[config.mk]
export PLATFORM = sky130hd
export DESIGN_NAME = pipe_top
export DESIGN_NICKNAME = d
export VERILOG_FILES = /design/src/design/pipe_pkg.sv /design/src/design/exec_pipe.sv /design/src/design/fetch_unit.sv /design/src/design/flush_unit.sv /design/src/design/pipe_top.sv /design/src/design/stage_reg.sv
export VERILOG_INCLUDE_DIRS = /design/src /design/src/include
export SDC_FILE = /design/constraint.sdc
export NUM_CORES = 1
export LEC_CHECK = 0
export BUFFER_PORTS_ARGS = -buffer_cell sky130_fd_sc_hd__buf_2
export CORE_UTILIZATION = 45
export CTS_BUF_LIST = sky130_fd_sc_hd__clkbuf_16
export DETAILED_ROUTE_END_ITERATION = 7
export PLACE_DENSITY = 0.73
export SLEW_MARGIN = 25
export SYNTH_ARGS = -nofsm -noshare
export SYNTH_HDL_FRONTEND = slang
export SYNTH_SLANG_ARGS = --single-unit
[constraint.sdc]
create_clock -name clk -period 4.7 [get_ports clk]
set_input_delay 0.94 -clock clk [delete_from_list [all_inputs] [get_ports clk]]
set_output_delay 0.94 -clock clk [all_outputs]
set_load 0.02 [all_outputs]
[src/include/pipe_settings.svh]
`ifndef PIPE_SETTINGS_SVH
`define PIPE_SETTINGS_SVH

// byte address width of the fetch port and of every PC
`define PIPE_ADDR_W 16

// fetch FIFO entries between if1 and id
`define PIPE_FIFO_DEPTH 4

// where a privileged flush sends the PC
`define PIPE_TRAP_VECTOR 16'h0100

// first fetch address after reset
`define PIPE_RESET_PC 16'h0000

`endif

[src/design/pipe_pkg.sv]
`include "pipe_settings.svh"

package pipe_pkg;

    // instruction bits 31:29, the stage that redirects the PC
    typedef enum logic [2:0] {
        rc_none   = 3'd0,
        rc_at_if1 = 3'd1,
        rc_at_id  = 3'd2,
        rc_at_reg = 3'd3,
        rc_at_ex1 = 3'd4,
        rc_priv   = 3'd5,  // resolved in ex1, target is the trap vector
        rc_at_ex2 = 3'd6,
        rc_at_wb  = 3'd7
    } redirect_code_e;

    // word as it comes back from the fetch port
    typedef struct packed {
        logic [`PIPE_ADDR_W-1:0] pc;
        logic [31:0]             insn;
    } fetch_entry_t;

    // what travels through id..wb
    typedef struct packed {
        logic [`PIPE_ADDR_W-1:0] pc;
        logic [31:0]             insn;
        redirect_code_e          code;
    } pipe_entry_t;

    function automatic redirect_code_e insn_code(input logic [31:0] insn);
        return redirect_code_e'(insn[31:29]);
    endfunction

    // target sits in the low half, forced to a word boundary
    function automatic logic [`PIPE_ADDR_W-1:0] insn_target(input logic [31:0] insn);
        return {insn[`PIPE_ADDR_W-1:2], 2'b00};
    endfunction

endpackage

[src/design/exec_pipe.sv]
`timescale 1ns/100ps
`include "pipe_settings.svh"

module exec_pipe (
    input  logic                    clk,
    input  logic                    reset,
    input  logic                    fifo_valid,
    input  pipe_pkg::fetch_entry_t  fifo_entry,
    input  logic                    flush_to_id_reg,
    input  logic                    flush_to_reg_ex1,
    input  logic                    flush_to_ex1_ex2,
    input  logic                    flush_to_ex2_wb,
    output logic                    flush_from_id,
    output logic                    flush_from_reg,
    output logic                    flush_from_ex1,
    output logic                    flush_by_priv,
    output logic                    flush_from_ex2,
    output logic                    flush_from_wb,
    output logic [`PIPE_ADDR_W-1:0] id_target,
    output logic [`PIPE_ADDR_W-1:0] reg_target,
    output logic [`PIPE_ADDR_W-1:0] ex1_target,
    output logic [`PIPE_ADDR_W-1:0] ex2_target,
    output logic [`PIPE_ADDR_W-1:0] wb_target,
    output logic                    retire_valid,
    output logic [`PIPE_ADDR_W-1:0] retire_pc,
    output logic [31:0]             retire_insn
);

    localparam int N_STAGES = 5;
    localparam int ST_ID    = 0;
    localparam int ST_REG   = 1;
    localparam int ST_EX1   = 2;
    localparam int ST_EX2   = 3;
    localparam int ST_WB    = 4;

    logic [N_STAGES-1:0]   stage_in_valid;
    logic [N_STAGES-1:0]   stage_flush;
    logic [N_STAGES-1:0]   stage_valid;
    pipe_pkg::pipe_entry_t stage_in    [N_STAGES];
    pipe_pkg::pipe_entry_t stage_entry [N_STAGES];

    // id loads the FIFO head, which is already gated by older flushes
    assign stage_in_valid = {stage_valid[N_STAGES-2:0], fifo_valid};
    assign stage_flush    = {flush_to_ex2_wb, flush_to_ex1_ex2, flush_to_reg_ex1,
                             flush_to_id_reg, 1'b0};

    always_comb begin
        // decode on the way into id
        stage_in[ST_ID] = '{pc:   fifo_entry.pc,
                            insn: fifo_entry.insn,
                            code: pipe_pkg::insn_code(fifo_entry.insn)};
        for (int i = 1; i < N_STAGES; i++) begin
            stage_in[i] = stage_entry[i-1];
        end
    end

    for (genvar i = 0; i < N_STAGES; i++) begin : g_stage
        stage_reg #(.payload_t(pipe_pkg::pipe_entry_t)) u_stage (
            .clk        (clk),
            .reset      (reset),
            .in_valid   (stage_in_valid[i]),
            .in_payload (stage_in[i]),
            .flush      (stage_flush[i]),
            .out_valid  (stage_valid[i]),
            .out_payload(stage_entry[i])
        );
    end

    // a stage redirects when its valid entry names that stage
    assign flush_from_id  = stage_valid[ST_ID]  && stage_entry[ST_ID].code  == pipe_pkg::rc_at_id;
    assign flush_from_reg = stage_valid[ST_REG] && stage_entry[ST_REG].code == pipe_pkg::rc_at_reg;
    assign flush_from_ex1 = stage_valid[ST_EX1] && stage_entry[ST_EX1].code == pipe_pkg::rc_at_ex1;
    assign flush_by_priv  = stage_valid[ST_EX1] && stage_entry[ST_EX1].code == pipe_pkg::rc_priv;
    assign flush_from_ex2 = stage_valid[ST_EX2] && stage_entry[ST_EX2].code == pipe_pkg::rc_at_ex2;
    assign flush_from_wb  = stage_valid[ST_WB]  && stage_entry[ST_WB].code  == pipe_pkg::rc_at_wb;

    assign id_target  = pipe_pkg::insn_target(stage_entry[ST_ID].insn);
    assign reg_target = pipe_pkg::insn_target(stage_entry[ST_REG].insn);
    assign ex1_target = pipe_pkg::insn_target(stage_entry[ST_EX1].insn);
    assign ex2_target = pipe_pkg::insn_target(stage_entry[ST_EX2].insn);
    assign wb_target  = pipe_pkg::insn_target(stage_entry[ST_WB].insn);

    // whatever is valid in wb retires, redirecting or not
    assign retire_valid = stage_valid[ST_WB];
    assign retire_pc    = stage_entry[ST_WB].pc;
    assign retire_insn  = stage_entry[ST_WB].insn;

endmodule

[src/design/fetch_unit.sv]
`timescale 1ns/100ps
`include "pipe_settings.svh"

module fetch_unit (
    input  logic                    clk,
    input  logic                    reset,
    output logic                    wb_cyc,
    output logic                    wb_stb,
    output logic                    wb_we,
    output logic [`PIPE_ADDR_W-1:0] wb_adr,
    input  logic [31:0]             wb_dat_i,
    input  logic                    wb_ack,
    input  logic                    redirect_valid,
    input  logic [`PIPE_ADDR_W-1:0] redirect_pc,
    input  logic                    flush_to_fetch,
    input  logic                    flush_to_fifo_id,
    output logic                    flush_from_if1,
    output logic [`PIPE_ADDR_W-1:0] if1_target,
    output logic                    fifo_valid,
    output pipe_pkg::fetch_entry_t  fifo_entry
);

    localparam int PTR_W = $clog2(`PIPE_FIFO_DEPTH);
    localparam int CNT_W = $clog2(`PIPE_FIFO_DEPTH + 1);

    logic [`PIPE_ADDR_W-1:0] pc_q;
    logic [`PIPE_ADDR_W-1:0] adr_q;
    logic                    busy_q;
    logic                    drop_q;
    logic                    ack;
    logic                    room;
    logic                    start;
    pipe_pkg::fetch_entry_t  rsp_entry;
    logic                    if1_valid;
    pipe_pkg::fetch_entry_t  if1_entry;

    pipe_pkg::fetch_entry_t  fifo_mem [`PIPE_FIFO_DEPTH];
    logic [PTR_W-1:0]        rd_ptr;
    logic [PTR_W-1:0]        wr_ptr;
    logic [CNT_W-1:0]        count;
    logic                    push;
    logic                    pop;

    // classic read cycle, cyc and stb held together until ack
    assign wb_cyc = busy_q;
    assign wb_stb = busy_q;
    assign wb_we  = 1'b0;
    assign wb_adr = adr_q;
    assign ack    = busy_q & wb_ack;

    // room counts the word sitting in if1, busy is low here
    assign room  = (int'(count) + int'(if1_valid)) < `PIPE_FIFO_DEPTH;
    assign start = ~busy_q & ~flush_to_fetch & room;

    always_ff @(posedge clk) begin
        if (reset) begin
            busy_q <= 1'b0;
            drop_q <= 1'b0;
            pc_q   <= `PIPE_RESET_PC;
        end else begin
            if (start) begin
                busy_q <= 1'b1;
            end else if (ack) begin
                busy_q <= 1'b0;
            end
            // a flush mid-cycle lets the read finish, then discards it
            if (ack) begin
                drop_q <= 1'b0;
            end else if (busy_q && flush_to_fetch) begin
                drop_q <= 1'b1;
            end
            if (redirect_valid) begin
                pc_q <= redirect_pc;
            end else if (start) begin
                pc_q <= pc_q + `PIPE_ADDR_W'(4);
            end
        end
    end

    always_ff @(posedge clk) begin
        if (start) begin
            adr_q <= pc_q;
        end
    end

    assign rsp_entry = '{pc: adr_q, insn: wb_dat_i};

    // if1 response register
    stage_reg #(.payload_t(pipe_pkg::fetch_entry_t)) u_if1 (
        .clk        (clk),
        .reset      (reset),
        .in_valid   (ack & ~drop_q),
        .in_payload (rsp_entry),
        .flush      (flush_to_fetch),
        .out_valid  (if1_valid),
        .out_payload(if1_entry)
    );

    // early redirect, the word itself still goes into the FIFO
    assign flush_from_if1 = if1_valid &&
                            pipe_pkg::insn_code(if1_entry.insn) == pipe_pkg::rc_at_if1;
    assign if1_target     = pipe_pkg::insn_target(if1_entry.insn);

    assign push       = if1_valid & ~flush_to_fifo_id;
    assign fifo_valid = (count != '0) & ~flush_to_fifo_id;
    assign pop        = fifo_valid;
    assign fifo_entry = fifo_mem[rd_ptr];

    always_ff @(posedge clk) begin
        if (reset || flush_to_fifo_id) begin
            rd_ptr <= '0;
            wr_ptr <= '0;
            count  <= '0;
        end else begin
            if (push) begin
                wr_ptr <= (wr_ptr == PTR_W'(`PIPE_FIFO_DEPTH - 1)) ? '0 : wr_ptr + 1'b1;
            end
            if (pop) begin
                rd_ptr <= (rd_ptr == PTR_W'(`PIPE_FIFO_DEPTH - 1)) ? '0 : rd_ptr + 1'b1;
            end
            count <= count + CNT_W'(push) - CNT_W'(pop);
        end
    end

    always_ff @(posedge clk) begin
        if (push) begin
            fifo_mem[wr_ptr] <= if1_entry;
        end
    end

endmodule

[src/design/flush_unit.sv]
`timescale 1ns/100ps
`include "pipe_settings.svh"

module flush_unit (
    input  logic                    flush_from_if1,
    input  logic                    flush_from_id,
    input  logic                    flush_from_reg,
    input  logic                    flush_from_ex1,
    input  logic                    flush_by_priv,
    input  logic                    flush_from_ex2,
    input  logic                    flush_from_wb,
    input  logic [`PIPE_ADDR_W-1:0] if1_target,
    input  logic [`PIPE_ADDR_W-1:0] id_target,
    input  logic [`PIPE_ADDR_W-1:0] reg_target,
    input  logic [`PIPE_ADDR_W-1:0] ex1_target,
    input  logic [`PIPE_ADDR_W-1:0] ex2_target,
    input  logic [`PIPE_ADDR_W-1:0] wb_target,
    output logic                    flush_to_fetch,
    output logic                    flush_to_fifo_id,
    output logic                    flush_to_id_reg,
    output logic                    flush_to_reg_ex1,
    output logic                    flush_to_ex1_ex2,
    output logic                    flush_to_ex2_wb,
    output logic                    redirect_valid,
    output logic [`PIPE_ADDR_W-1:0] redirect_pc
);

    // each register is cleared by any source older than it
    assign flush_to_ex2_wb  = flush_from_wb;
    assign flush_to_ex1_ex2 = flush_to_ex2_wb | flush_from_ex2;
    assign flush_to_reg_ex1 = flush_to_ex1_ex2 | flush_by_priv | flush_from_ex1;
    assign flush_to_id_reg  = flush_to_reg_ex1 | flush_from_reg;
    assign flush_to_fifo_id = flush_to_id_reg | flush_from_id;

    // if1 only kills the read behind it
    assign flush_to_fetch   = flush_to_fifo_id | flush_from_if1;
    assign redirect_valid   = flush_to_fetch;

    // oldest source wins, priv sits between ex2 and ex1
    always_comb begin
        if (flush_from_wb) begin
            redirect_pc = wb_target;
        end else if (flush_from_ex2) begin
            redirect_pc = ex2_target;
        end else if (flush_by_priv) begin
            redirect_pc = `PIPE_TRAP_VECTOR;
        end else if (flush_from_ex1) begin
            redirect_pc = ex1_target;
        end else if (flush_from_reg) begin
            redirect_pc = reg_target;
        end else if (flush_from_id) begin
            redirect_pc = id_target;
        end else begin
            redirect_pc = if1_target;
        end
    end

endmodule

[src/design/pipe_top.sv]
`timescale 1ns/100ps
`include "pipe_settings.svh"

module pipe_top (
    input  logic                    clk,
    input  logic                    reset,
    output logic                    wb_cyc,
    output logic                    wb_stb,
    output logic                    wb_we,
    output logic [`PIPE_ADDR_W-1:0] wb_adr,
    input  logic [31:0]             wb_dat_i,
    input  logic                    wb_ack,
    output logic                    retire_valid,
    output logic [`PIPE_ADDR_W-1:0] retire_pc,
    output logic [31:0]             retire_insn
);

    logic                    fifo_valid;
    pipe_pkg::fetch_entry_t  fifo_entry;

    // redirect sources and their targets
    logic                    flush_from_if1;
    logic                    flush_from_id;
    logic                    flush_from_reg;
    logic                    flush_from_ex1;
    logic                    flush_by_priv;
    logic                    flush_from_ex2;
    logic                    flush_from_wb;
    logic [`PIPE_ADDR_W-1:0] if1_target;
    logic [`PIPE_ADDR_W-1:0] id_target;
    logic [`PIPE_ADDR_W-1:0] reg_target;
    logic [`PIPE_ADDR_W-1:0] ex1_target;
    logic [`PIPE_ADDR_W-1:0] ex2_target;
    logic [`PIPE_ADDR_W-1:0] wb_target;

    // fan-out back to the stages
    logic                    flush_to_fetch;
    logic                    flush_to_fifo_id;
    logic                    flush_to_id_reg;
    logic                    flush_to_reg_ex1;
    logic                    flush_to_ex1_ex2;
    logic                    flush_to_ex2_wb;
    logic                    redirect_valid;
    logic [`PIPE_ADDR_W-1:0] redirect_pc;

    fetch_unit u_fetch (
        .clk             (clk),
        .reset           (reset),
        .wb_cyc          (wb_cyc),
        .wb_stb          (wb_stb),
        .wb_we           (wb_we),
        .wb_adr          (wb_adr),
        .wb_dat_i        (wb_dat_i),
        .wb_ack          (wb_ack),
        .redirect_valid  (redirect_valid),
        .redirect_pc     (redirect_pc),
        .flush_to_fetch  (flush_to_fetch),
        .flush_to_fifo_id(flush_to_fifo_id),
        .flush_from_if1  (flush_from_if1),
        .if1_target      (if1_target),
        .fifo_valid      (fifo_valid),
        .fifo_entry      (fifo_entry)
    );

    exec_pipe u_exec (
        .clk             (clk),
        .reset           (reset),
        .fifo_valid      (fifo_valid),
        .fifo_entry      (fifo_entry),
        .flush_to_id_reg (flush_to_id_reg),
        .flush_to_reg_ex1(flush_to_reg_ex1),
        .flush_to_ex1_ex2(flush_to_ex1_ex2),
        .flush_to_ex2_wb (flush_to_ex2_wb),
        .flush_from_id   (flush_from_id),
        .flush_from_reg  (flush_from_reg),
        .flush_from_ex1  (flush_from_ex1),
        .flush_by_priv   (flush_by_priv),
        .flush_from_ex2  (flush_from_ex2),
        .flush_from_wb   (flush_from_wb),
        .id_target       (id_target),
        .reg_target      (reg_target),
        .ex1_target      (ex1_target),
        .ex2_target      (ex2_target),
        .wb_target       (wb_target),
        .retire_valid    (retire_valid),
        .retire_pc       (retire_pc),
        .retire_insn     (retire_insn)
    );

    flush_unit u_flush (
        .flush_from_if1  (flush_from_if1),
        .flush_from_id   (flush_from_id),
        .flush_from_reg  (flush_from_reg),
        .flush_from_ex1  (flush_from_ex1),
        .flush_by_priv   (flush_by_priv),
        .flush_from_ex2  (flush_from_ex2),
        .flush_from_wb   (flush_from_wb),
        .if1_target      (if1_target),
        .id_target       (id_target),
        .reg_target      (reg_target),
        .ex1_target      (ex1_target),
        .ex2_target      (ex2_target),
        .wb_target       (wb_target),
        .flush_to_fetch  (flush_to_fetch),
        .flush_to_fifo_id(flush_to_fifo_id),
        .flush_to_id_reg (flush_to_id_reg),
        .flush_to_reg_ex1(flush_to_reg_ex1),
        .flush_to_ex1_ex2(flush_to_ex1_ex2),
        .flush_to_ex2_wb (flush_to_ex2_wb),
        .redirect_valid  (redirect_valid),
        .redirect_pc     (redirect_pc)
    );

endmodule

[src/design/stage_reg.sv]
`timescale 1ns/100ps

// one pipeline register, payload type chosen per instance
module stage_reg #(
    parameter type payload_t = logic
) (
    input  logic     clk,
    input  logic     reset,
    input  logic     in_valid,
    input  payload_t in_payload,
    input  logic     flush,
    output logic     out_valid,
    output payload_t out_payload
);

    // flush kills whatever would enter this register on this edge
    always_ff @(posedge clk) begin
        if (reset || flush) begin
            out_valid <= 1'b0;
        end else begin
            out_valid <= in_valid;
        end
    end

    // payload is only meaningful while out_valid is set
    always_ff @(posedge clk) begin
        if (in_valid) begin
            out_payload <= in_payload;
        end
    end

endmodule

==> metrics <==
Peak VDD IR=376.9 uV; post-route insts no fill=1497; worst-case clock skew=0.02306 ns; Final period util=67.70%; critical path endpoint category=register; Hold Path Class=reg -> reg; commonest non-fill, non-tap cells in the layout=474 x edfxtp_1, 97 x buf_2, 47 x clkbuf_16, 46 x mux4_2, 27 x nor2_1; area grow syn2layout=14.19%; layout net count=987; commonest non-fill, non-tap cell in the layout=edfxtp_1; Fmax achieved=0.3143 GHz; Worst Path Arrival=3.39 ns; startpoint types=register; # port buffers=97; Wirelength per Cell=20.66 um; initial antenna violation count=3; Gates resized, CTS repair=0; GR Overflow Total=0; setup violators final=0; DRT Pass-1 Iters=5; hold buffers post-CTS=0; number of synthesized flops with an enable pin=474; Buffers & Inverters on Critical Path=1; YS warnings=0; GRT Total Usage=15.69%; syn avg cell area=21.81 um^2; pin count of the biggest net entering global routing=49; antenna cells=0; Slew HR=34.99%; slowest cell delay on critical path=0.66 ns; critical path fanouts, max=24; Fillers=3032; ranking of synthesized cells by area=edfxtp_1 80%, mux4_2 5.9%, dfxtp_1 3.5%; Num CTS Buffers=47; cell count after synthesis=811; Sinks on Clock Net=505; CP cell instances=and4b_1, nor3_1, and3_1, and2_2, buf_4; Seq/Total Area, Yosys=83.99%; Initial Util=45.66%; overall die height=200.2 um; Final Hold Violating Endpoints=0; Placed Cells incl. Taps=1411; CTS max path bufs=3; Final Max Tran Viols=0; area leader, netlist=edfxtp_1; Cell Rows=72; CTS tree=built; die width=200.2 um; CTS clk-pin slew, worst paths=0.06 ns; 1st-iter DRT viols=610; worst slew pin tran=0.9677 ns; final WL=30920 um; worst skew pair latency=0.56 ns; critical path type=reg -> reg; I/O Pins=103; Primary FF master, synth=edfxtp_1; flops & latches, synth=505; global-route wire length before repair=47840 um; H-tree depth=2; Worst EP required=4.90 ns; vias in the first global route=8164; via/cell ratio=5.316; die area=0.04010 mm^2; Synth async-reset ratio=0%; dpl hpwl=19720 um; CORE AREA=0.03874 mm^2; post-route DRC violation count=0; root buf cell=clkbuf_16; outcome=finished, final reports clean; total leakage power=6.636 nW; Routed Antenna Nets=0; vias=7958; Cell Area, Synth=0.01769 mm^2; final worst path period need=3.182 ns; Total Neg Setup Slack=0 ns; Cell variety after synth=61; # Max-Cap Violations=0; ratio of cells with drive above 1 in the final layout=25.03%; RD Place Congestion=0.8590; slowest cell on the critical path=nor3_1; Yosys top cell area share=80.48%; post-CTS setup buffer count=0; pwr dens=566.7 mW/mm^2; RSZ-0062 raised after global routing=no; cell family with most CP delay=simple AND/OR/NAND/NOR gates
## sequential cells by signal, summed over array words and instances, names as in the netlist, named ones only
| name | flops |
|---|---|
| u_exec.g_stage.u_stage.out_payload | 230 |
| u_fetch.fifo_mem | 184 |
| u_fetch.u_if1.out_payload | 46 |
| u_fetch.pc_q | 14 |
| u_fetch.wb_adr | 14 |
| u_exec.g_stage.u_stage.out_valid | 5 |
| u_fetch.count | 3 |
| u_fetch.rd_ptr | 2 |
| u_fetch.wr_ptr | 2 |
| u_fetch.drop_q | 1 |
| u_fetch.u_if1.out_valid | 1 |
| u_fetch.wb_cyc | 1 |
## layout make-up
class | instances | area (um^2) | share of cell area [%]
inverter | 5 | 18.77 | 0.09293
tap | 518 | 648.1 | 3.209
clock buffer | 47 | 1176 | 5.824
sequential | 505 | 14860 | 73.60
multi-input combinational | 272 | 2666 | 13.20
timing repair buffer | 112 | 610.6 | 3.023
clock inverter | 38 | 211.5 | 1.047
## worst reg2reg max path: cells and delay by family (launching register included)
family | cells | cell delay (ns)
flip-flops | 1 | 0.41
buffers and inverters | 1 | 0.49
AND/OR/NAND/NOR | 4 | 1.91
## metrics by stage
| stage | hold slack (ns) | instance area, um^2 | total power [mW] | utilization (%) | setup slack, ns |
|---|---|---|---|---|---|
| 2_1_floorplan | 0.4003 | 17700 | 7.534 | - | 0.3029 |
| 3_3_place_gp | 0.4003 | 18780 | 8.030 | 48.49 | 1.642 |
| 3_5_place_dp | 0.4045 | 18780 | 8.129 | 48.49 | 1.522 |
| 4_1_cts | 0.4151 | 20170 | 11.56 | 52.07 | 1.512 |
| 5_1_grt | 0.4219 | 20200 | 11.92 | 52.14 | 1.332 |
| 6_report | 0.4161 | 20200 | 11.44 | 52.14 | 1.518 |
## power by group
part | internal, mW | leakage (nW) | switching [mW]
Combinational | 0.602 | 1.29 | 0.922
Sequential | 6.06 | 4.62 | 0.429
Clock | 1.92 | 0.727 | 1.52
## Yosys cell counts (2+ instances only)
cell type,instances
edfxtp_1,474
mux4_2,46
dfxtp_1,31
nor2_1,31
nand2_1,18
mux2i_1,17
nor3_1,12
clkbuf_1,11
a211oi_1,10
buf_2,8
buf_4,8
ha_1,8
o21ai_0,8
and2_1,7
nand3_1,7
o22ai_1,7
xnor2_1,7
xor2_1,7
a21oi_1,6
and3_1,6
nand4_1,6
a2111oi_2,5
a221oi_1,5
inv_1,5
nand3b_1,5
nand2b_1,4
nor4_1,4
a2111oi_0,3
buf_1,3
buf_6,3
nand4b_1,3
o32ai_1,3
a2bb2oi_2,2
and4_1,2
and4b_1,2
o211ai_1,2
## metal layers
layer  vias to the layer above  wire (um)  track usage [%]
li1                       3553          -                -
met1                      4082      12480            20.04
met2                       262      15880            26.70
met3                        61       1745            3.124
met4                         0        811            5.632
met5                         -          0                0
## cells by family (layout without fill, tap and decap cells)
group / count (synthesis) / in the layout / synth area share, %
xor gates and xnor gates: 14 / 14 / 0.6933
other: 1 / 5 / 0.02120
DFF: 505 / 505 / 83.99
adders and majority gates: 9 / 9 / 0.6792
buffers and inverters: 38 / 202 / 1.160
and+or+nand+nor: 119 / 119 / 3.714
AOI/OAI and AO/OA: 62 / 62 / 2.922
muxes: 63 / 63 / 6.820
## final timing paths
kind / startpoint / to / slack (ns) / cells after the start
worst max-delay path: u_exec.g_stage[3].u_stage.out_payload[34] / u_fetch.fifo_mem[1][17] / 1.52 / 5
worst min register to register: u_exec.g_stage[0].u_stage.out_payload[50] / u_exec.g_stage[1].u_stage.out_payload[50] / 0.42 / 0
worst max register to register: u_exec.g_stage[3].u_stage.out_payload[34] / u_fetch.fifo_mem[1][17] / 1.52 / 5
worst min-delay path: u_exec.g_stage[0].u_stage.out_payload[50] / u_exec.g_stage[1].u_stage.out_payload[50] / 0.42 / 0
(Power assumes the default switching activity.)
